<file path="src/logic/router_pkg.sv">
package router_pkg;

    ////////////////////////////////////////////////////////////////////
    // stream line layout
    ////////////////////////////////////////////////////////////////////
    localparam int LINE_W = 36;
    localparam int PAYLOAD_W = 32;
    localparam int FLAGS_W = 4;

    // flag bits sit directly above the payload
    localparam int SOF_BIT = 32;
    localparam int EOF_BIT = 33;

    ////////////////////////////////////////////////////////////////////
    // inspector
    ////////////////////////////////////////////////////////////////////
    // padded eth + ip + udp + vrt header
    localparam int HDR_LINES = 12;
    localparam int HDR_CNT_W = 4;
    localparam int DSP_START_LINE = 11;

    localparam logic [15:0] ETHERTYPE_IPV4 = 16'h0800;
    localparam logic [7:0] PROTO_UDP = 8'h11;
    localparam logic [15:0] UDP_DATA_PORT = 16'd49153;

    localparam logic [1:0] INSP_ST_WAIT_SOF = 2'd0;
    localparam logic [1:0] INSP_ST_BUFFER = 2'd1;
    localparam logic [1:0] INSP_ST_REPLAY = 2'd2;
    localparam logic [1:0] INSP_ST_LIVE = 2'd3;

    ////////////////////////////////////////////////////////////////////
    // framer
    ////////////////////////////////////////////////////////////////////
    localparam int BUF_ADDR_W = 9;
    localparam logic [15:0] FRM_HDR_TAG = 16'h0001;

    localparam logic [1:0] FRM_ST_WAIT_SOF = 2'd0;
    localparam logic [1:0] FRM_ST_WAIT_EOF = 2'd1;
    localparam logic [1:0] FRM_ST_HDR = 2'd2;
    localparam logic [1:0] FRM_ST_PAYLOAD = 2'd3;

    // one line seen either as data or as the framer header
    typedef union packed {
        struct packed {
            logic [FLAGS_W-1:0] flags;
            logic [PAYLOAD_W-1:0] payload;
        } data;
        struct packed {
            logic [FLAGS_W-1:0] flags;
            logic [15:0] tag;
            logic [15:0] byte_cnt;
        } hdr;
    } stream_line_u;

endpackage

</file>
<file path="src/logic/com_inspector.sv">
module com_inspector (
    input  logic                          stream_clk,
    input  logic                          stream_rst,

    input  router_pkg::stream_line_u      com_inp_data_i,
    input  logic                          com_inp_valid_i,
    output logic                          com_inp_ready_o,

    output logic [router_pkg::LINE_W-1:0] cpu_out_data_o,
    output logic                          cpu_out_valid_o,
    input  logic                          cpu_out_ready_i,

    output logic [router_pkg::LINE_W-1:0] dsp_out_data_o,
    output logic                          dsp_out_valid_o,
    input  logic                          dsp_out_ready_i
);

    logic [1:0] state_q;
    logic [router_pkg::HDR_CNT_W-1:0] cnt_q;
    logic dest_dsp_q;

    // header line buffer
    router_pkg::stream_line_u hdr_q [router_pkg::HDR_LINES];

    router_pkg::stream_line_u replay_line;
    router_pkg::stream_line_u out_line;
    logic out_valid;
    logic out_ready;
    logic inp_fire;
    logic out_fire;
    logic last_hdr;
    logic is_dsp;
    logic hdr_we;

    ////////////////////////////////////////////////////////////////////
    // classification
    ////////////////////////////////////////////////////////////////////
    assign last_hdr = (cnt_q == router_pkg::HDR_CNT_W'(router_pkg::HDR_LINES - 1));

    // ipv4, udp, data port, and a non-zero vrt header on the live line
    assign is_dsp = last_hdr
        && (hdr_q[3].data.payload[15:0] == router_pkg::ETHERTYPE_IPV4)
        && (hdr_q[6].data.payload[23:16] == router_pkg::PROTO_UDP)
        && (hdr_q[9].data.payload[15:0] == router_pkg::UDP_DATA_PORT)
        && (com_inp_data_i.data.payload != '0);

    ////////////////////////////////////////////////////////////////////
    // output steering
    ////////////////////////////////////////////////////////////////////
    always_comb begin
        replay_line = hdr_q[cnt_q];
        // first dsp line becomes the start of the outgoing frame
        if (dest_dsp_q && cnt_q == router_pkg::HDR_CNT_W'(router_pkg::DSP_START_LINE)) begin
            replay_line.data.flags = '0;
            replay_line[router_pkg::SOF_BIT] = 1'b1;
            // keep eof so a frame ending here still closes
            replay_line[router_pkg::EOF_BIT] = hdr_q[cnt_q][router_pkg::EOF_BIT];
        end
    end

    assign out_line = (state_q == router_pkg::INSP_ST_REPLAY) ? replay_line : com_inp_data_i;
    assign out_valid = (state_q == router_pkg::INSP_ST_REPLAY)
        || (state_q == router_pkg::INSP_ST_LIVE && com_inp_valid_i);
    assign out_ready = dest_dsp_q ? dsp_out_ready_i : cpu_out_ready_i;

    assign cpu_out_data_o = out_line;
    assign dsp_out_data_o = out_line;
    assign cpu_out_valid_o = out_valid && !dest_dsp_q;
    assign dsp_out_valid_o = out_valid && dest_dsp_q;

    // always accept while buffering, follow the destination when live
    assign com_inp_ready_o = (state_q == router_pkg::INSP_ST_WAIT_SOF)
        || (state_q == router_pkg::INSP_ST_BUFFER)
        || (state_q == router_pkg::INSP_ST_LIVE && out_ready);

    assign inp_fire = com_inp_valid_i && com_inp_ready_o;
    assign out_fire = out_valid && out_ready;

    assign hdr_we = inp_fire && ((state_q == router_pkg::INSP_ST_BUFFER)
        || (state_q == router_pkg::INSP_ST_WAIT_SOF && com_inp_data_i[router_pkg::SOF_BIT]));

    always_ff @(posedge stream_clk) begin
        if (hdr_we) begin
            hdr_q[cnt_q] <= com_inp_data_i;
        end
    end

    ////////////////////////////////////////////////////////////////////
    // control FSM
    ////////////////////////////////////////////////////////////////////
    always_ff @(posedge stream_clk) begin
        if (stream_rst) begin
            state_q <= router_pkg::INSP_ST_WAIT_SOF;
            cnt_q <= '0;
            dest_dsp_q <= 1'b0;
        end else begin
            case (state_q)
                router_pkg::INSP_ST_WAIT_SOF: begin
                    if (inp_fire && com_inp_data_i[router_pkg::SOF_BIT]) begin
                        if (com_inp_data_i[router_pkg::EOF_BIT]) begin
                            // single line frame goes straight to the cpu
                            dest_dsp_q <= 1'b0;
                            state_q <= router_pkg::INSP_ST_REPLAY;
                        end else begin
                            cnt_q <= cnt_q + 1'b1;
                            state_q <= router_pkg::INSP_ST_BUFFER;
                        end
                    end
                end
                router_pkg::INSP_ST_BUFFER: begin
                    if (inp_fire) begin
                        if (is_dsp) begin
                            dest_dsp_q <= 1'b1;
                            cnt_q <= router_pkg::HDR_CNT_W'(router_pkg::DSP_START_LINE);
                            state_q <= router_pkg::INSP_ST_REPLAY;
                        end else if (com_inp_data_i[router_pkg::EOF_BIT] || last_hdr) begin
                            dest_dsp_q <= 1'b0;
                            cnt_q <= '0;
                            state_q <= router_pkg::INSP_ST_REPLAY;
                        end else begin
                            cnt_q <= cnt_q + 1'b1;
                        end
                    end
                end
                router_pkg::INSP_ST_REPLAY: begin
                    if (out_fire) begin
                        if (out_line[router_pkg::EOF_BIT]) begin
                            cnt_q <= '0;
                            state_q <= router_pkg::INSP_ST_WAIT_SOF;
                        end else if (last_hdr) begin
                            cnt_q <= '0;
                            state_q <= router_pkg::INSP_ST_LIVE;
                        end else begin
                            cnt_q <= cnt_q + 1'b1;
                        end
                    end
                end
                default: begin
                    if (out_fire && out_line[router_pkg::EOF_BIT]) begin
                        state_q <= router_pkg::INSP_ST_WAIT_SOF;
                    end
                end
            endcase
        end
    end

endmodule

</file>
<file path="config.mk">
export PLATFORM = sky130hd
export DESIGN_NAME = com_inspector
export DESIGN_NICKNAME = d
export VERILOG_FILES = /design/src/logic/router_pkg.sv /design/src/logic/com_inspector.sv
export SDC_FILE = /design/constraint.sdc
export NUM_CORES = 1
export LEC_CHECK = 0
export BUFFER_PORTS_ARGS = -buffer_cell sky130_fd_sc_hd__buf_2
export CAP_MARGIN = 30
export CORE_MARGIN = 1.5
export CORE_UTILIZATION = 55
export CTS_BUF_LIST = sky130_fd_sc_hd__clkbuf_4
export CTS_CLUSTER_SIZE = 8
export DETAILED_ROUTE_END_ITERATION = 8
export PLACE_DENSITY = 0.76
export SYNTH_ARGS = -nofsm -noshare
export SYNTH_HDL_FRONTEND = slang
export SYNTH_SLANG_ARGS = --single-unit
export TNS_END_PERCENT = 50
</file>
<file path="constraint.sdc">
create_clock -name stream_clk -period 2.53 [get_ports stream_clk]
set_input_delay 0.3795 -clock stream_clk [delete_from_list [all_inputs] [get_ports stream_clk]]
set_output_delay 0.3795 -clock stream_clk [all_outputs]
set_load 0.01 [all_outputs]
</file>
==> impl_metrics.ini, run 1 <==
[pwr]
power.internal_mw = 15.42
switching_share_pct = 28.70
p_comb_share_pct = 33.4
p_per_area_nw_per_um2 = 983.8
clkPwrFrac_pct = 26.7
p_leak_nw = 7.330
p_seq_share_pct = 39.9
p_sw_mw = 6.207
ir_worst_vdd_mv = 0.5957
finalPower_mw = 21.63

[clocking]
clk_pin_slew_ps = 70
cts-root-buf = clkbuf_4
clk_latency_ps = 770
cts_buffers = 106
cts_tree = yes
clock_sinks = 443
clk_path_buf_depth = 3
cts-htree-levels = 3

[worst_setup_path]
max_stage_delay_ps = 510
crit_buf_inv = 4
cp-end-kind = primary output
critical_path.top_delay_family = multiplexers
slowest_stage = mux4_2
crit_path_frequent_cell = buf_12
criticalPathCategory = flop to primary output
cp-start-kind = flop
crit_chain = buf_12 -> buf_12 -> buf_8 -> mux4_2 -> mux2i_2 -> o21ai_2 -> mux2_4 -> buf_6
required_ps = 2150
path_max_fanout = 6
worst_ep_arrival_time_ps = 2770

[floorplan]
ios = 116
core_area_um2 = 32370
initial_core_util_pct = 55.54
row_count = 66
die-width_um = 183.8
die-height_um = 183.8
dieArea_um2 = 33780

[placed_design]
io_buffers = 115
gp_congestion = 0.8154
dp_hpwl_mm = 22.43

[detailed_routing]
drtPass1Iterations = 5
wl_per_cell_um = 24.23
drt-total-wl_mm = 40.93
route.detailed.drc = 0
vias_per_cell = 5.825
drt-initial-drc-count = 911
vias = 9839
detail-route-antenna-nets = 0

[sta]
rsz0062_at_grt = true
setup_viol = 74
worstMarginPinSlew_ps = 657.2
fin_ws_ps = -615.2
final_max_slew_viol_count = 0
fin_setup_tns_ps = -37050
finalHoldViolCount = 0
fin_crit_sh_pct = 124.3
period_minus_slack_ps = 3145
max_freq_mhz = 317.9
finClkSkew_ps = 72.69
relSlewSlack_pct = 55.78

[synthesis]
netlist-cell-type-count = 44
netlist_area_um2 = 17980
yosys_most_used_dff = edfxtp_1
synth_seq_cells = 443
synthCells = 894
synth-edff-count = 432
synth_warnings = 0
ys_seq_area_share_pct = 73.38
yosysTopAreaCellShare_pct = 72.15
synth_top_area_cell = edfxtp_1
synth-async-reset-ratio_pct = 0
syn_nets = 943
yosys-top-cells-area = edfxtp_1 (72%), mux4_2 (13%), mux2i_1 (2.4%), mux2_2 (2.1%), buf_4 (1.6%)
synth_area_per_cell_um2 = 20.11

[cells_and_area]
layout_common_cells = edfxtp_1 (432), clkbuf_4 (156), mux4_2 (105)
ff_latch_area_um2 = 13210
multi_input_comb_area_um2 = 4449
final_util_pct = 67.91
final_common_cell = edfxtp_1
area_growth_pct = 22.27
final_nets = 1211
fill_cells = 2078
drive_gt1_share_pct = 44.70

[global_route]
grt_pass1_vias = 10060
grt_max_degree = 52
grt_overflow = 0
grt_antenna_before_repair = 1
grt_pass1_wl_mm = 59.86
track_usage_pct = 24.62

[run_status]
status = finished, violations left
violations = negative setup slack

[worst_hold_path]
hp-class = input port to flop

[job]
cap_violations = 0
## power by group through the flow
stage	clock (mW)	sequential, mW	combinational [mW]
after global routing	6.25	8.67	7.67
after global placement	0	8.77	5.74
final	5.77	8.64	7.22
after CTS	5.86	8.63	6.66
after detailed placement	0	8.79	5.81
after floorplan	0	8.70	4.34
## cells in the mapped netlist, types with 2 or more instances
| cell | number |
|---|---|
| nand4_1 | 3 |
| nand2_1 | 43 |
| buf_1 | 7 |
| nor4b_1 | 3 |
| nor2_1 | 11 |
| o21ai_1 | 32 |
| buf_2 | 9 |
| and4_1 | 2 |
| nor3_1 | 3 |
| buf_6 | 10 |
| o22ai_1 | 3 |
| a21oi_1 | 6 |
| ha_1 | 8 |
| mux2i_1 | 44 |
| a211oi_1 | 4 |
| a31oi_1 | 6 |
| clkbuf_1 | 16 |
| and2_1 | 12 |
| nor4_1 | 12 |
| mux2_2 | 33 |
| inv_1 | 10 |
| dfxtp_1 | 11 |
| edfxtp_1 | 432 |
| mux4_2 | 105 |
| nand3_1 | 4 |
| o21ai_0 | 4 |
| buf_4 | 39 |
| nor2b_1 | 3 |
| nor4bb_1 | 2 |
| nor3b_1 | 3 |
## state kept, by name (all words and copies together) (netlist names), named ones only
register,cells
dest_dsp_q,1
state_q,2
cnt_q,4
hdr_q,432
## cell type report
type	instances	share of cell area [%]
timing repair buffer	241	10.73
tap	442	2.516
multi-input combinational	360	20.24
antenna	1	0.01138
sequential	443	60.07
clock buffer	156	5.327
inverter	10	0.1821
clock inverter	36	0.9220
## logic make-up (layout without fill, tap and decap cells)
family	after synthesis	in the layout	share of synthesized area, %
AND/OR/NAND/NOR	105	105	3.006
AO/OA/AOI/OAI	65	65	2.199
adder cells (fa/ha/maj)	8	8	0.5567
multiplexers	182	182	17.67
buffers and inverters	91	443	3.194
flip-flops	443	443	73.38
other	0	1	0
## through the flow
| step | worst slack (ps) | instances | hold slack [ps] | cell area (µm²) |
|---|---|---|---|---|
| finish | -615.2 | 1689 | 46.59 | 21980 |
| global route | -735.0 | 1689 | 27.54 | 21980 |
| CTS | -628.6 | 1670 | 5.896 | 21560 |
| detailed placement | -24.97 | 1433 | 549.8 | 19380 |
| global placement | 4.008 | 1433 | 532.2 | 19380 |
| floorplan | -0.8886 | 894 | 478.4 | 17980 |
## what timing repair did
item / CTS / global route
hold buffers: 32 / 0
gates resized for setup: 58 / 52
setup buffers: 10 / 17
gates cloned: 4 / 2
hold endpoints to repair: 320 / 0
pin swaps: 7 / 11
setup endpoints to repair: 75 / 194
## final timing paths
check / startpoint / depth (start not counted) / slack, ps / to
worst max-delay path: flop / 8 / -620 / dsp_out_data_o[15]
worst min-delay path: com_inp_data_i[26] / 2 / 50 / hdr_q[8][26]
worst max register to register: flop / 10 / 100 / flop
worst min register to register: state_q[0] / 2 / 530 / state_q[0]
## layer usage
layer	GRT usage, %	up-vias	part of all wire [%]
met5	0	-	0
met3	4.794	71	7.4
met1	32.62	5076	39
met2	41.33	439	51
met4	8.328	0	1.9
li1	-	4253	-
(Power assumes the default switching activity.)
==> run 2, diff against run 1 <==
ABC_AREA = 1   (was not set)
==> run 2 against run 1 <==
- the run ends with design-rule violations, negative setup slack left
- hold slack improved by 53 ps
- utilization increased by 1.6 points
- clock power decreased by 1%
- critical endpoint is now dsp_out_data_o[26]
- largest power group unchanged
- highest routed layer unchanged
==> impl_metrics.ini, run 2 <==
[run_status]
status = finished, violations left
violations = design-rule violations, negative setup slack

[cells_and_area]
regMostFlops = hdr_q
largest_reg_flops = 432
final_common_cell = edfxtp_1
fin_area_um2 = 23190
final_nets = 1824
drive_gt1_share_pct = 29.78
area_growth_pct = 24.77
final_util_pct = 69.52
layout_common_cells = edfxtp_1 (432), nor2_1 (221), nand2_1 (184)
largestRegisters = hdr_q (432), cnt_q (4), state_q (2)
fin_cells = 2297

[detailed_routing]
drt-initial-drc-count = 1812
drt-total-wl_mm = 53.61
drtPass1Iterations = 9
wl_per_cell_um = 23.34
m1WireLength_mm = 19.74
wl_met3_mm = 6.225
route.met2.wl_mm = 25.70
vias = 14120
topRoutingLayerUsed = met4
route.detailed.drc = 1
detail-route-antenna-nets = 0
vias_per_cell = 6.146

[synthesis]
synth_warnings = 0
ys_seq_area_share_pct = 70.97
synth_most_common_cell = edfxtp_1
yosys-top-cells-area = edfxtp_1 (70%), nor2_1 (4.9%), o21ai_0 (4.5%), nand2_1 (3.8%), nand3_1 (2.7%)
netlist-cell-type-count = 37
yosys_most_used_dff = edfxtp_1
netlist_area_um2 = 18590
synthCells = 1526
synth_top_area_cell = edfxtp_1
synth-edff-count = 432
yosys-top-cells-count = edfxtp_1 (432), nor2_1 (242), nand2_1 (188)
yosysTopAreaCellShare_pct = 69.78
synth_seq_cells = 443
syn_nets = 1575
synth-async-reset-ratio_pct = 0
synth_area_per_cell_um2 = 12.18

[clocking]
clk_latency_ps = 820
clock_sinks = 443
cts_buffers = 108
clk_pin_slew_ps = 70
cts-root-buf = clkbuf_4
cts_tree = yes
clk_path_buf_depth = 3
cts-htree-levels = 3

[placed_design]
dp_cells = 2017
place_area_um2 = 19770
io_buffers = 115
place_ws_ps = -36.71
gp_congestion = 0.8676
dp_hpwl_mm = 26.43

[sta]
worstMarginPinSlew_ps = 961.0
holdWs_ps = 99.21
fin_ws_ps = -395.9
final_max_slew_viol_count = 0
finClkSkew_ps = 79.35
rsz0062_at_grt = true
period_minus_slack_ps = 2926
fin_setup_tns_ps = -20980
setup_viol = 72
fin_crit_sh_pct = 115.6
max_freq_mhz = 341.8
finalHoldViolCount = 0
relSlewSlack_pct = 35.72

[job]
cap_violations = 0

[floorplan]
die-height_um = 186.9
row_count = 67
core_area_um2 = 33360
initial_core_util_pct = 55.72
ios = 116
dieArea_um2 = 34910
die-width_um = 186.9

[pwr]
finalPower_mw = 21.71
p_leak_nw = 8.274
ir_worst_vdd_mv = 0.4895
p_per_area_nw_per_um2 = 935.9

[global_route]
grt_pass1_vias = 13740
track_usage_pct = 29.83
grt_pass1_wl_mm = 78.98
grt_overflow = 0
grt_antenna_before_repair = 2
grt_max_degree = 52

[worst_setup_path]
crit_buf_inv = 4
max_stage_delay_ps = 370
cp-start-kind = flop
worst_ep_arrival_time_ps = 2550
cp-end-kind = primary output
critical_path.top_delay_family = compound AO/OA/AOI/OAI gates
crit_chain = buf_12 -> clkinv_16 -> buf_4 -> o21ai_0 -> o221ai_2 -> o211ai_1 -> a31oi_2 -> buf_2
required_ps = 2150
path_max_fanout = 12
criticalPathCategory = flop to primary output
slowest_stage = dfxtp_4

[worst_hold_path]
hp-class = input port to flop
==> run 2: cell types whose count changed in the layout (fill, tap and decap cells not counted), sizes merged, moves of 20 or more <==
cell,change
buf,+20
inv,+33
mux2,-33
mux2i,-43
mux4,-105
nand2,+151
nand3,+104
nor2,+234
o211ai,+26
o21ai,+147
o221ai,+29
o22ai,+49
==> run 2: repair_timing <==
item / in CTS / in global routing
setup endpoints to repair: 92 / 93
hold endpoints to repair: 430 / 0
pin swaps: 30 / 52
setup buffers: 27 / 11
resized for setup: 141 / 130
hold buffers: 37 / 0
cloned: 18 / 4
==> run 2: layout make-up <==
class | instances | area [µm²]
Clock buffer | 155 | 1164
Sequential cell | 443 | 13210
Tap cell | 448 | 560.5
Fill cell | 2185 | 10170
Antenna cell | 2 | 5.005
Timing Repair Buffer | 268 | 2741
Clock inverter | 27 | 145.1
Inverter | 46 | 207.7
Timing Repair inverter | 3 | 26.28
Multi-Input combinational cell | 905 | 5137
==> run 2: where the power goes <==
part	leakage [nW]	switching (mW)	internal, mW
Clock	0.769	2.81	2.89
Combinational	3.52	4.48	2.95
Sequential	3.99	0.141	8.44
Total	8.27	7.43	14.3
==> run 2: metal layers <==
metal / global-route usage, % / vias to the layer above
met1: 39.68 / 6812
li1: - / 6095
met3: 6.004 / 176
met2: 47.42 / 1034
met5: 0 / -
met4: 14.61 / 0
==> run 2: tightest hold or removal path, cell delays in order <==
cell,delay (ps)
buf_2,130
o21ai_0,100
nor2_1,80
nand3_1,70
a21oi_1,50
==> run 2: kinds of logic (layout without fill, tap and decap cells) <==
logic type | after synthesis | in the layout | share of synthesized area (%)
AO/OA/AOI/OAI | 323 | 323 | 10.22
XOR/XNOR | 1 | 1 | 0.04712
adder cells (fa/ha/maj) | 8 | 8 | 0.5385
buffers and inverters | 178 | 499 | 5.351
flip-flops | 443 | 443 | 70.97
multiplexers | 1 | 1 | 0.05385
other | 0 | 2 | 0
AND/OR/NAND/NOR | 572 | 572 | 12.83
==> run 2: path summary, 6_finish.rpt <==
path | startpoint | end | slack (ps) | cells past startpoint
max | flop | dsp_out_data_o[26] | -400 | 8
min | com_inp_valid_i | dest_dsp_q | 100 | 5
max reg2reg | state_q[1] | hdr_q[5][17] | 10 | 8
min reg2reg | dest_dsp_q | dest_dsp_q | 540 | 2
