<file path="config.mk">
export PLATFORM = sky130hd
export DESIGN_NAME = frame_combiner
export DESIGN_NICKNAME = d
export VERILOG_FILES = /design/src/logic/router_pkg.sv /design/src/logic/frame_combiner.sv
export SDC_FILE = /design/constraint.sdc
export NUM_CORES = 1
export LEC_CHECK = 0
export ABC_AREA = 1
export BUFFER_PORTS_ARGS = -buffer_cell sky130_fd_sc_hd__buf_2
export CAP_MARGIN = 40
export CORE_AREA = 5 5 55 57
export CTS_CLUSTER_DIAMETER = 30
export DETAILED_ROUTE_END_ITERATION = 8
export DIE_AREA = 0 0 60 62
export PLACE_DENSITY = 0.83
export SETUP_SLACK_MARGIN = 0.02
export SLEW_MARGIN = 30
export SYNTH_ARGS = -nofsm -noshare
export SYNTH_HDL_FRONTEND = slang
export SYNTH_SLANG_ARGS = --single-unit
</file>
<file path="constraint.sdc">
create_clock -name stream_clk -period 2.39 [get_ports stream_clk]
set_clock_uncertainty 0.1 [all_clocks]
set_input_delay 0.239 -clock stream_clk [delete_from_list [all_inputs] [get_ports stream_clk]]
set_output_delay 0.239 -clock stream_clk [all_outputs]
set_load 0.01 [all_outputs]
</file>
<file path="src/logic/router_pkg.sv">
package router_pkg;

    ////////////////////////////////////////////////////////////////////
    // stream line layout
    ////////////////////////////////////////////////////////////////////
    localparam int LINE_W = 36;
    localparam int PAYLOAD_W = 32;
    localparam int FLAGS_W = 4;

    // flag bits sit directly above the payload
    localparam int SOF_BIT = 32;
    localparam int EOF_BIT = 33;

    ////////////////////////////////////////////////////////////////////
    // inspector
    ////////////////////////////////////////////////////////////////////
    // padded eth + ip + udp + vrt header
    localparam int HDR_LINES = 12;
    localparam int HDR_CNT_W = 4;
    localparam int DSP_START_LINE = 11;

    localparam logic [15:0] ETHERTYPE_IPV4 = 16'h0800;
    localparam logic [7:0] PROTO_UDP = 8'h11;
    localparam logic [15:0] UDP_DATA_PORT = 16'd49153;

    localparam logic [1:0] INSP_ST_WAIT_SOF = 2'd0;
    localparam logic [1:0] INSP_ST_BUFFER = 2'd1;
    localparam logic [1:0] INSP_ST_REPLAY = 2'd2;
    localparam logic [1:0] INSP_ST_LIVE = 2'd3;

    ////////////////////////////////////////////////////////////////////
    // framer
    ////////////////////////////////////////////////////////////////////
    localparam int BUF_ADDR_W = 9;
    localparam logic [15:0] FRM_HDR_TAG = 16'h0001;

    localparam logic [1:0] FRM_ST_WAIT_SOF = 2'd0;
    localparam logic [1:0] FRM_ST_WAIT_EOF = 2'd1;
    localparam logic [1:0] FRM_ST_HDR = 2'd2;
    localparam logic [1:0] FRM_ST_PAYLOAD = 2'd3;

    // one line seen either as data or as the framer header
    typedef union packed {
        struct packed {
            logic [FLAGS_W-1:0] flags;
            logic [PAYLOAD_W-1:0] payload;
        } data;
        struct packed {
            logic [FLAGS_W-1:0] flags;
            logic [15:0] tag;
            logic [15:0] byte_cnt;
        } hdr;
    } stream_line_u;

endpackage

</file>
<file path="src/logic/frame_combiner.sv">
module frame_combiner (
    input  logic                          stream_clk,
    input  logic                          stream_rst,

    input  logic [router_pkg::LINE_W-1:0] a_data_i,
    input  logic                          a_valid_i,
    output logic                          a_ready_o,

    input  logic [router_pkg::LINE_W-1:0] b_data_i,
    input  logic                          b_valid_i,
    output logic                          b_ready_o,

    output logic [router_pkg::LINE_W-1:0] out_data_o,
    output logic                          out_valid_o,
    input  logic                          out_ready_i
);

    // 0 selects input a, 1 selects input b
    logic busy_q;
    logic grant_q;
    logic last_q;
    logic pick;
    logic sel;
    logic out_fire;

    // round robin when both wait, otherwise whoever is valid
    always_comb begin
        if (a_valid_i && b_valid_i) begin
            pick = !last_q;
        end else begin
            pick = b_valid_i;
        end
    end

    assign sel = busy_q ? grant_q : pick;

    assign out_data_o = sel ? b_data_i : a_data_i;
    assign out_valid_o = sel ? b_valid_i : a_valid_i;
    assign a_ready_o = !sel && out_ready_i;
    assign b_ready_o = sel && out_ready_i;

    assign out_fire = out_valid_o && out_ready_i;

    // lock the grant as soon as a line is offered, so a stalled line stays put
    always_ff @(posedge stream_clk) begin
        if (stream_rst) begin
            busy_q <= 1'b0;
            grant_q <= 1'b0;
            last_q <= 1'b1;
        end else if (out_fire && out_data_o[router_pkg::EOF_BIT]) begin
            busy_q <= 1'b0;
            last_q <= sel;
        end else if (!busy_q && (a_valid_i || b_valid_i)) begin
            busy_q <= 1'b1;
            grant_q <= pick;
        end
    end

endmodule

</file>
==> results by group, run 1 <==
Timing
  • Fin Setup TNS: 0 ns
  • Period utilisation layout: between 80 and 90%
  • RSZ-0062 raised after global routing: false
  • Worst-margin pin slew: approximately 0.48 ns
  • Final setup violation count: 0
  • Tmin final: a little over 2 ns
  • Max Clock Freq: about 490 MHz
  • Max transition margin: around two thirds
  • Endpoints failing hold: 0
  • Final Max Tran Viols: 0

CTS
  • Setup Buffers After CTS: 0
  • TritonCTS clock tree: built
  • Num CTS Buffers: 3
  • Clock Path Buffers: 2
  • Post-CTS resize count: 0
  • Root buf cell: clkbuf_4
  • H-Tree Depth: 1
  • Clock slew at reported path FFs: roughly 0.04 ns
  • Hold Buf Count CTS: 0
  • Latest clock arrival within the worst-skew pair: 0.23 ns
  • CTS sink cnt: 3

Logic synthesis
  • Synth Net Count: ~220
  • Synth Instances: ~150
  • Synth Warn #: 0
  • Flops & latches, synth: 3
  • Post-Syn Area per Cell: around 4.6 sq um
  • Netlist Area Pre-Place: between 600 and 700 sq um
  • Sequential fraction of the synthesis area: 8.96%
  • Yosys cell types: 13

Floorplanning
  • Die area: 3720 sq um
  • Core area: around 2400 sq um
  • Die height: 62 um
  • Starting Density: between 20 and 30%
  • IO Pins: approximately 120
  • Die W: about 60 um
  • Cell Rows: 18

Layout
  • Layout cell share with drive strength beyond 1: around 48%
  • Most common cell after layout, fill and taps aside: buf_2
  • Nets@finish: about 340
  • Most frequent cells in the layout: 115 x buf_2, 112 x nand2_1, 5 x inv_1, 5 x nor2_1
  • Final std cells w/o fill: about 290
  • Area Growth Syn to Fin: 87.5%
  • Diodes inserted: 0

Global routing
  • Number of global-route vias before repair: 1014
  • GRT overflow: 0
  • First-pass GRT wire length: between 4000 and 5000 um
  • Largest net degree at the start of global routing: 38
  • Initial antenna violation count: 0
  • GRT Util Overall: approximately 14%

Critical path
  • Crit path launch: busy_q$_SDFFE_PP0P_
  • Worst r2r src: busy_q$_SDFFE_PP0P_
  • WS Path Type: register to primary output
  • CP Capture Type: primary output
  • Worst Path Max Fanout: 37
  • FF-to-FF End: grant_q$_SDFFE_PP0P_
  • Critical path launch point type: register
  • R2R depth: 8
  • Reg2Reg Setup Slack: approximately 0.8 ns
  • Data required, critical path: approximately 2 ns
  • Crit path arrival time: 1.69 ns

Hold path
  • Worst Hold Depth: 3
  • Hold Path Class: input pin to register
  • Hold path start: stream_rst
  • Hold endpoint: last_q$_SDFFE_PP1P_

Run status
  • Run status: finished, final reports clean

Placement
  • Placed wire-length estimate: 2400 um
  • Placer congestion estimate: roughly 0.74
  • Port bufs: between 100 and 150
  • Placed insts: between 200 and 300

Power and ir drop
  • PD cells: between 300 and 400 nW/um^2
  • Peak supply drop: around 0.00038 V
  • Final Power: 474 uW
  • Leakage: ~0.9 nW

Drt
  • Vias per cell: ~4.2
  • Number of routed nets with antenna violations: 0
  • WL final: ~2900 um
  • Initial drt markers: 72
  • Total number of vias: about 1200
  • DRC violations left: 0
  • DRT Pass-1 Iters: 4
  • Routed len/inst: around 10 um

Flow run
  • Max Cap Viol: 0
## state kept, by name, summed over array words and instances (netlist names)
signal   count
last_q       1
busy_q       1
grant_q      1
## through the flow
step           utilization [%]  cell area (sq um)  worst slack, ns  hold WS, ns
6_report                  51.7               1260            0.364        0.163
5_1_grt                   51.7               1260            0.162        0.169
4_1_cts                   51.7               1260            0.341        0.158
3_5_place_dp              50.6               1230            0.576        0.397
3_3_place_gp              50.6               1230            0.609        0.375
2_1_floorplan                -                671             1.04        0.285
## cells by family (layout without fill, tap and decap cells)
| family | after synthesis | count (layout) | share of synthesized area [%] |
|---|---|---|---|
| AND/OR/NAND/NOR | 125 | 125 | 74.6 |
| buffers and inverters | 13 | 126 | 13.1 |
| AO/OA/AOI/OAI | 4 | 4 | 3.36 |
| flip-flops | 3 | 3 | 8.96 |
## worst max path at each step
stage | to | slack [ns] | cells after the start
floorplan | b_ready_o | 1.04 | 7
CTS | out_data_o[4] | 0.34 | 7
detailed placement | out_data_o[4] | 0.58 | 8
global route | out_data_o[4] | 0.16 | 7
finish | out_data_o[4] | 0.36 | 7
global placement | out_data_o[4] | 0.61 | 8
## worst max-delay path: stages (launching register included)
cell and delay, ns:
dfxtp_1 0.34, inv_1 0.07, nand3_2 0.09, nand2_2 0.29, inv_6 0.34, nand2_1 0.09
nand2_1 0.08, buf_2 0.13
## layout make-up
| type | instances | area [sq um] |
|---|---|---|
| flip-flops and latches | 3 | 60.1 |
| inverters | 6 | 27.5 |
| well taps | 30 | 37.5 |
| fillers | 280 | 1170 |
| clock buffers | 4 | 26.3 |
| repair buffers | 116 | 583 |
| multi-input cells | 129 | 523 |
## cell usage after synthesis
library cell	n	area [sq um]
inv_1	5	18.8
nand3_2	1	10.0
buf_2	3	15.0
nand2_1	112	420
o211ai_1	1	7.51
inv_6	1	8.76
nand2_2	3	18.8
dfxtp_1	3	60.1
a21oi_1	3	15.0
nor2_1	5	18.8
nand3_1	3	15.0
buf_6	4	45.0
nand3_4	1	17.5
## report_power, final
| group | internal, mW | switching (mW) | leakage, nW | total (mW) |
|---|---|---|---|---|
| clock | 0.0625 | 0.0259 | 0.0150 | 0.0884 |
| combinational | 0.143 | 0.184 | 0.858 | 0.327 |
| sequential | 0.0552 | 0.00306 | 0.0249 | 0.0583 |
## layer usage
metal  vias to the layer above  wire [um]  track usage [%]
li1                        660          -                -
met1                       476        979             14.1
met2                        74       1370             26.9
met3                         2        521             6.40
met4                         0          6             1.90
met5                         -          0                0
No activity file was read; power rests on OpenSTA's default activity.
==> run 2, diff against run 1 <==
--- a/config.mk
+++ b/config.mk
@@ -8,11 +8,11 @@
 export ABC_AREA = 1
 export BUFFER_PORTS_ARGS = -buffer_cell sky130_fd_sc_hd__buf_2
 export CAP_MARGIN = 40
-export CORE_AREA = 5 5 55 57
+export CORE_AREA = 5 5 56 58
 export CTS_CLUSTER_DIAMETER = 30
 export DETAILED_ROUTE_END_ITERATION = 8
-export DIE_AREA = 0 0 60 62
-export PLACE_DENSITY = 0.83
+export DIE_AREA = 0 0 61 63
+export PLACE_DENSITY = 0.81
 export SETUP_SLACK_MARGIN = 0.02
 export SLEW_MARGIN = 30
 export SYNTH_ARGS = -nofsm -noshare
==> constraint.sdc (replaced) <==
create_clock -name stream_clk -period 2.02 [get_ports stream_clk]
set_clock_uncertainty 0.1 [all_clocks]
set_input_delay 0.202 -clock stream_clk [delete_from_list [all_inputs] [get_ports stream_clk]]
set_output_delay 0.202 -clock stream_clk [all_outputs]
set_load 0.01 [all_outputs]
==> results by group, run 2 (same netlist as run 1, synthesis figures left out) <==
Placement
  • Port bufs: roughly 120
  • Placed wire-length estimate: ~2400 um
  • Placer congestion estimate: around 0.77
  • Placed insts: 286

CTS
  • Clock slew at reported path FFs: approximately 0.03 ns
  • TritonCTS clock tree: built
  • Post-CTS resize count: 0
  • Clock Path Buffers: 2
  • H-Tree Depth: 1
  • CTS sink cnt: 3
  • Latest clock arrival within the worst-skew pair: around 0.23 ns
  • Num CTS Buffers: 3
  • Hold Buf Count CTS: 0
  • Setup Buffers After CTS: 0
  • Root buf cell: clkbuf_4

Critical path
  • Data required, critical path: about 1.7 ns
  • Critical path launch point type: register
  • WS Path Type: register to primary output
  • CP Capture Type: primary output
  • Worst Path Max Fanout: 21
  • Crit path arrival time: roughly 1.5 ns
  • Worst r2r src: busy_q$_SDFFE_PP0P_
  • Crit path launch: busy_q$_SDFFE_PP0P_

Global routing
  • Largest net degree at the start of global routing: 38
  • First-pass GRT wire length: slightly below 4000 um
  • GRT Util Overall: between 10% and 20%
  • Initial antenna violation count: 0
  • GRT overflow: 0
  • Number of global-route vias before repair: 1009

Layout
  • Regs by FF count: busy_q: 1 flops, grant_q: 1 flops, last_q: 1 flops
  • Most frequent cells in the layout: 115 x buf_2, 112 x nand2_1, 5 x inv_1, 5 x nor2_1
  • Final std cells w/o fill: 290
  • Layout cell share with drive strength beyond 1: 48.6%
  • Most common cell after layout, fill and taps aside: buf_2
  • Nets@finish: approximately 340
  • Area Growth Syn to Fin: 88.8%
  • Diodes inserted: 0

Floorplanning
  • Starting Density: approximately a quarter
  • Die area: 3840 sq um
  • Die height: between 60 and 70 um
  • Core area: roughly 2600 sq um
  • IO Pins: 116
  • Die W: slightly above 60 um
  • Cell Rows: 19

Timing
  • Endpoints failing hold: 0
  • Final hold slack: roughly 0.12 ns
  • Final setup violation count: 0
  • Final Max Tran Viols: 0
  • Fin Setup TNS: 0 ns
  • Max Clock Freq: about 550 MHz
  • Worst-margin pin slew: approximately 0.25 ns
  • Tmin final: between 1.5 and 2 ns
  • RSZ-0062 raised after global routing: false
  • Period utilisation layout: 89.3%
  • Max transition margin: between 80% and 90%

Power and ir drop
  • Peak supply drop: approximately 0.00052 V
  • Leakage: about 0.90 nW
  • PD cells: around 440 nW/um^2

Run status
  • Run status: finished, final reports clean

Drt
  • Number of routed nets with antenna violations: 0
  • Initial drt markers: 52
  • Routed len/inst: ~9.7 um
  • Total number of vias: roughly 1200
  • DRC violations left: 0
  • WL final: approximately 2800 um
  • DRT Pass-1 Iters: 4
  • Vias per cell: around 4.2

Flow run
  • Max Cap Viol: 0

Hold path
  • Hold path start: stream_rst
  • Hold Path Class: input pin to register
## run 2: cell types whose count changed in the layout (fill, tap and decap cells not counted)
cell | before | now
buf_4 | 1 | 2
## run 2: path summary, 6_finish.rpt
path	slack, ns	end	cells after the start
worst max register to register	0.62	grant_q$_SDFFE_PP0P_	8
worst max-delay path	0.22	out_data_o[6]	7
worst min register to register	0.39	grant_q$_SDFFE_PP0P_	2
worst min-delay path	0.12	last_q$_SDFFE_PP1P_	3
## run 2: power breakdown
part	total, mW	switching [mW]	internal (mW)
combinational	0.389	0.217	0.172
sequential	0.0689	0.00350	0.0654
clock	0.104	0.0302	0.0740
total	0.562	0.250	0.311
## run 2: through the flow
stage | setup WS, ns | utilization [%] | power, mW | cell area [sq um]
final | 0.216 | 48.4 | 0.562 | 1270
after global routing | 0.0434 | 48.4 | 0.627 | 1270
after CTS | 0.186 | 48.4 | 0.575 | 1270
after detailed placement | 0.440 | 47.4 | 0.465 | 1240
after global placement | 0.494 | 47.4 | 0.460 | 1240
after floorplan | 0.703 | - | 0.295 | 671
## run 2: final cells by class
| cell class | instances | area [sq um] |
|---|---|---|
| Tap cell | 31 | 38.8 |
| Fill cell | 299 | 1350 |
| Sequential cell | 3 | 60.1 |
| Timing Repair Buffer | 117 | 591 |
| Clock buffer | 4 | 26.3 |
| Multi-Input combinational cell | 129 | 523 |
| Inverter | 6 | 27.5 |
## run 2: layer usage
layer  up-vias  share of wire, %  global-route usage [%]
met1       466                35                    13.2
li1        660                 -                       -
met5         -                 0                       0
met3         4                19                    3.31
met2        81                45                    23.9
met4         0              0.89                    4.07
## run 2: worst max-delay path, stage by stage, from the launching register on
cell,delay [ns]
dfxtp_1,0.31
inv_1,0.10
nand3_2,0.11
nand2_2,0.20
buf_4,0.27
nand2_1,0.07
nand2_1,0.08
buf_2,0.13
==> run 3, diff against run 2 <==
--- a/config.mk
+++ b/config.mk
@@ -8,11 +8,13 @@
 export ABC_AREA = 1
 export BUFFER_PORTS_ARGS = -buffer_cell sky130_fd_sc_hd__buf_2
 export CAP_MARGIN = 40
-export CORE_AREA = 5 5 56 58
+export CELL_PAD_IN_SITES_DETAIL_PLACEMENT = 1
+export CELL_PAD_IN_SITES_GLOBAL_PLACEMENT = 1
+export CORE_AREA = 5 5 78 80
 export CTS_CLUSTER_DIAMETER = 30
 export DETAILED_ROUTE_END_ITERATION = 8
-export DIE_AREA = 0 0 61 63
-export PLACE_DENSITY = 0.81
+export DIE_AREA = 0 0 83 85
+export PLACE_DENSITY = 0.78
 export SETUP_SLACK_MARGIN = 0.02
 export SLEW_MARGIN = 30
 export SYNTH_ARGS = -nofsm -noshare
==> results by group, run 3 (same netlist as run 1, synthesis figures left out) <==
Floorplanning
  • IO Pins: approximately 120
  • Core area: approximately 5300 sq um
  • Die height: 85 um
  • Cell Rows: 27
  • Die W: slightly above 80 um
  • Die area: 7060 sq um
  • Starting Density: roughly 13%

Critical path
  • Crit path arrival time: between 1.5 and 2 ns
  • Reg2Reg Setup Slack: a little under 0.6 ns
  • Max incr delay on CP: roughly 0.31 ns
  • Crit path cell chain: inv_1 -> nand3_2 -> nand2_2 -> buf_4 -> nand2_1 -> nand2_1 -> buf_2
  • CP Capture Type: primary output
  • WS Path Type: register to primary output
  • CP max stage cell: dfxtp_1
  • Worst Path Max Fanout: 18
  • Critical path launch point type: register
  • Data required, critical path: around 1.7 ns
  • CP most frequent cell: nand2_1

Power and ir drop
  • Int Power: 372 uW
  • Switch Pwr: around 280 uW
  • PD cells: just under 500 nW/um^2
  • Sequential power share: 10.6%
  • Peak supply drop: about 0.0003 V
  • Final Power: ~650 uW
  • Logic pwr share: 61.9%
  • Leakage: between 0.9 and 1 nW
  • Switching share of power: a little over two fifths
  • Clk pwr share: between 20 and 30%

Timing
  • Endpoints failing hold: 0
  • Max transition margin: 81.1%
  • Final Max Tran Viols: 0
  • Tmin final: 1.84 ns
  • RSZ-0062 raised after global routing: false
  • Max Clock Freq: around 540 MHz
  • Period utilisation layout: 91.2%
  • Worst-margin pin slew: roughly 0.28 ns
  • Final setup violation count: 0
  • Fin Setup TNS: 0 ns

CTS
  • Hold Buf Count CTS: 0
  • TritonCTS clock tree: built
  • Post-CTS resize count: 0
  • CTS sink cnt: 3
  • H-Tree Depth: 1
  • Clock slew at reported path FFs: approximately 0.030 ns
  • Setup Buffers After CTS: 0
  • Num CTS Buffers: 3
  • Clock Path Buffers: 2
  • Root buf cell: clkbuf_8
  • Latest clock arrival within the worst-skew pair: 0.22 ns

Layout
  • Diodes inserted: 0
  • Regs by FF count: busy_q: 1 flops, grant_q: 1 flops, last_q: 1 flops
  • Area Growth Syn to Fin: 99.3%
  • Nets@finish: between 300 and 400
  • Most frequent cells in the layout: 115 x buf_2, 112 x nand2_1, 5 x inv_1, 5 x nor2_1
  • Layout cell share with drive strength beyond 1: just under 50%
  • # fillers: between 700 and 800
  • Most common cell after layout, fill and taps aside: buf_2

Flow run
  • Max Cap Viol: 0

Global routing
  • Initial antenna violation count: 0
  • GRT overflow: 0
  • First-pass GRT wire length: approximately 6100 um
  • Largest net degree at the start of global routing: 38
  • Number of global-route vias before repair: 1392
  • GRT Util Overall: 10.2%

Placement
  • Placer congestion estimate: about 0.74
  • Placed wire-length estimate: 3110 um
  • Port bufs: between 100 and 150

Drt
  • Number of routed nets with antenna violations: 0
  • Metal-1 WL: ~1400 um
  • DRT Pass-1 Iters: 4
  • DRC violations left: 0
  • Max Used Layer: met4
  • Routed len/inst: 11.0 um
  • Total number of vias: 1278
  • WL final: between 3000 and 4000 um
  • Initial drt markers: 20
  • Met3 routed wirelength: 382 um
  • Vias per cell: 3.86
  • Met2 wire len: 1810 um

Run status
  • Run status: finished, final reports clean

Hold path
  • Hold Path Class: input pin to register
## run 3: cell counts in the layout (fill, tap and decap cells not counted)
No cell type changed its count.
## run 3: final cells by class
cell class | instances | area (sq um) | area share [%]
inverter | 6 | 27.5 | 2.06
sequential | 3 | 60.1 | 4.49
timing repair buffer | 117 | 591 | 44.2
tap | 72 | 90.1 | 6.74
multi-input combinational | 129 | 523 | 39.1
clock buffer | 4 | 45.0 | 3.37
## run 3: critical path, delay by kind of cell (launching register included)
kind / cells / cell delay (ns)
simple gates: 4 / 0.51
buf+inv: 3 / 0.50
flops: 1 / 0.31
## run 3: metrics by stage
step / setup slack, ns / utilization, % / hold WS (ns) / std cells / instance area (sq um)
after global routing: 0.0346 / 25.0 / 0.180 / 331 / 1340
after detailed placement: 0.385 / 24.2 / 0.364 / 327 / 1290
final: 0.179 / 25.0 / 0.128 / 331 / 1340
after floorplan: 0.703 / - / 0.248 / 145 / 671
after CTS: 0.146 / 25.0 / 0.127 / 331 / 1340
after global placement: 0.437 / 24.2 / 0.355 / 327 / 1290
## run 3: power by group through the flow
stage	logic (mW)	clock network, mW	registers (mW)
final	0.402	0.179	0.0689
after global routing	0.455	0.189	0.0702
after CTS	0.413	0.186	0.0690
after detailed placement	0.411	0	0.0698
after global placement	0.403	0	0.0695
after floorplan	0.226	0	0.0689
## run 3: worst paths after layout
| check | startpoint | endpoint | cells past startpoint |
|---|---|---|---|
| worst min-delay path | stream_rst | last_q$_SDFFE_PP1P_ | 3 |
| worst max register to register | busy_q$_SDFFE_PP0P_ | grant_q$_SDFFE_PP0P_ | 8 |
| worst max-delay path | busy_q$_SDFFE_PP0P_ | out_data_o[18] | 7 |
| worst min register to register | grant_q$_SDFFE_PP0P_ | grant_q$_SDFFE_PP0P_ | 2 |
## run 3: per-layer routing
metal | track usage, % | up-vias
met3 | 4.08 | 4
met4 | 2.67 | 0
met2 | 20.2 | 72
li1 | - | 661
met5 | 0 | -
met1 | 9.74 | 541
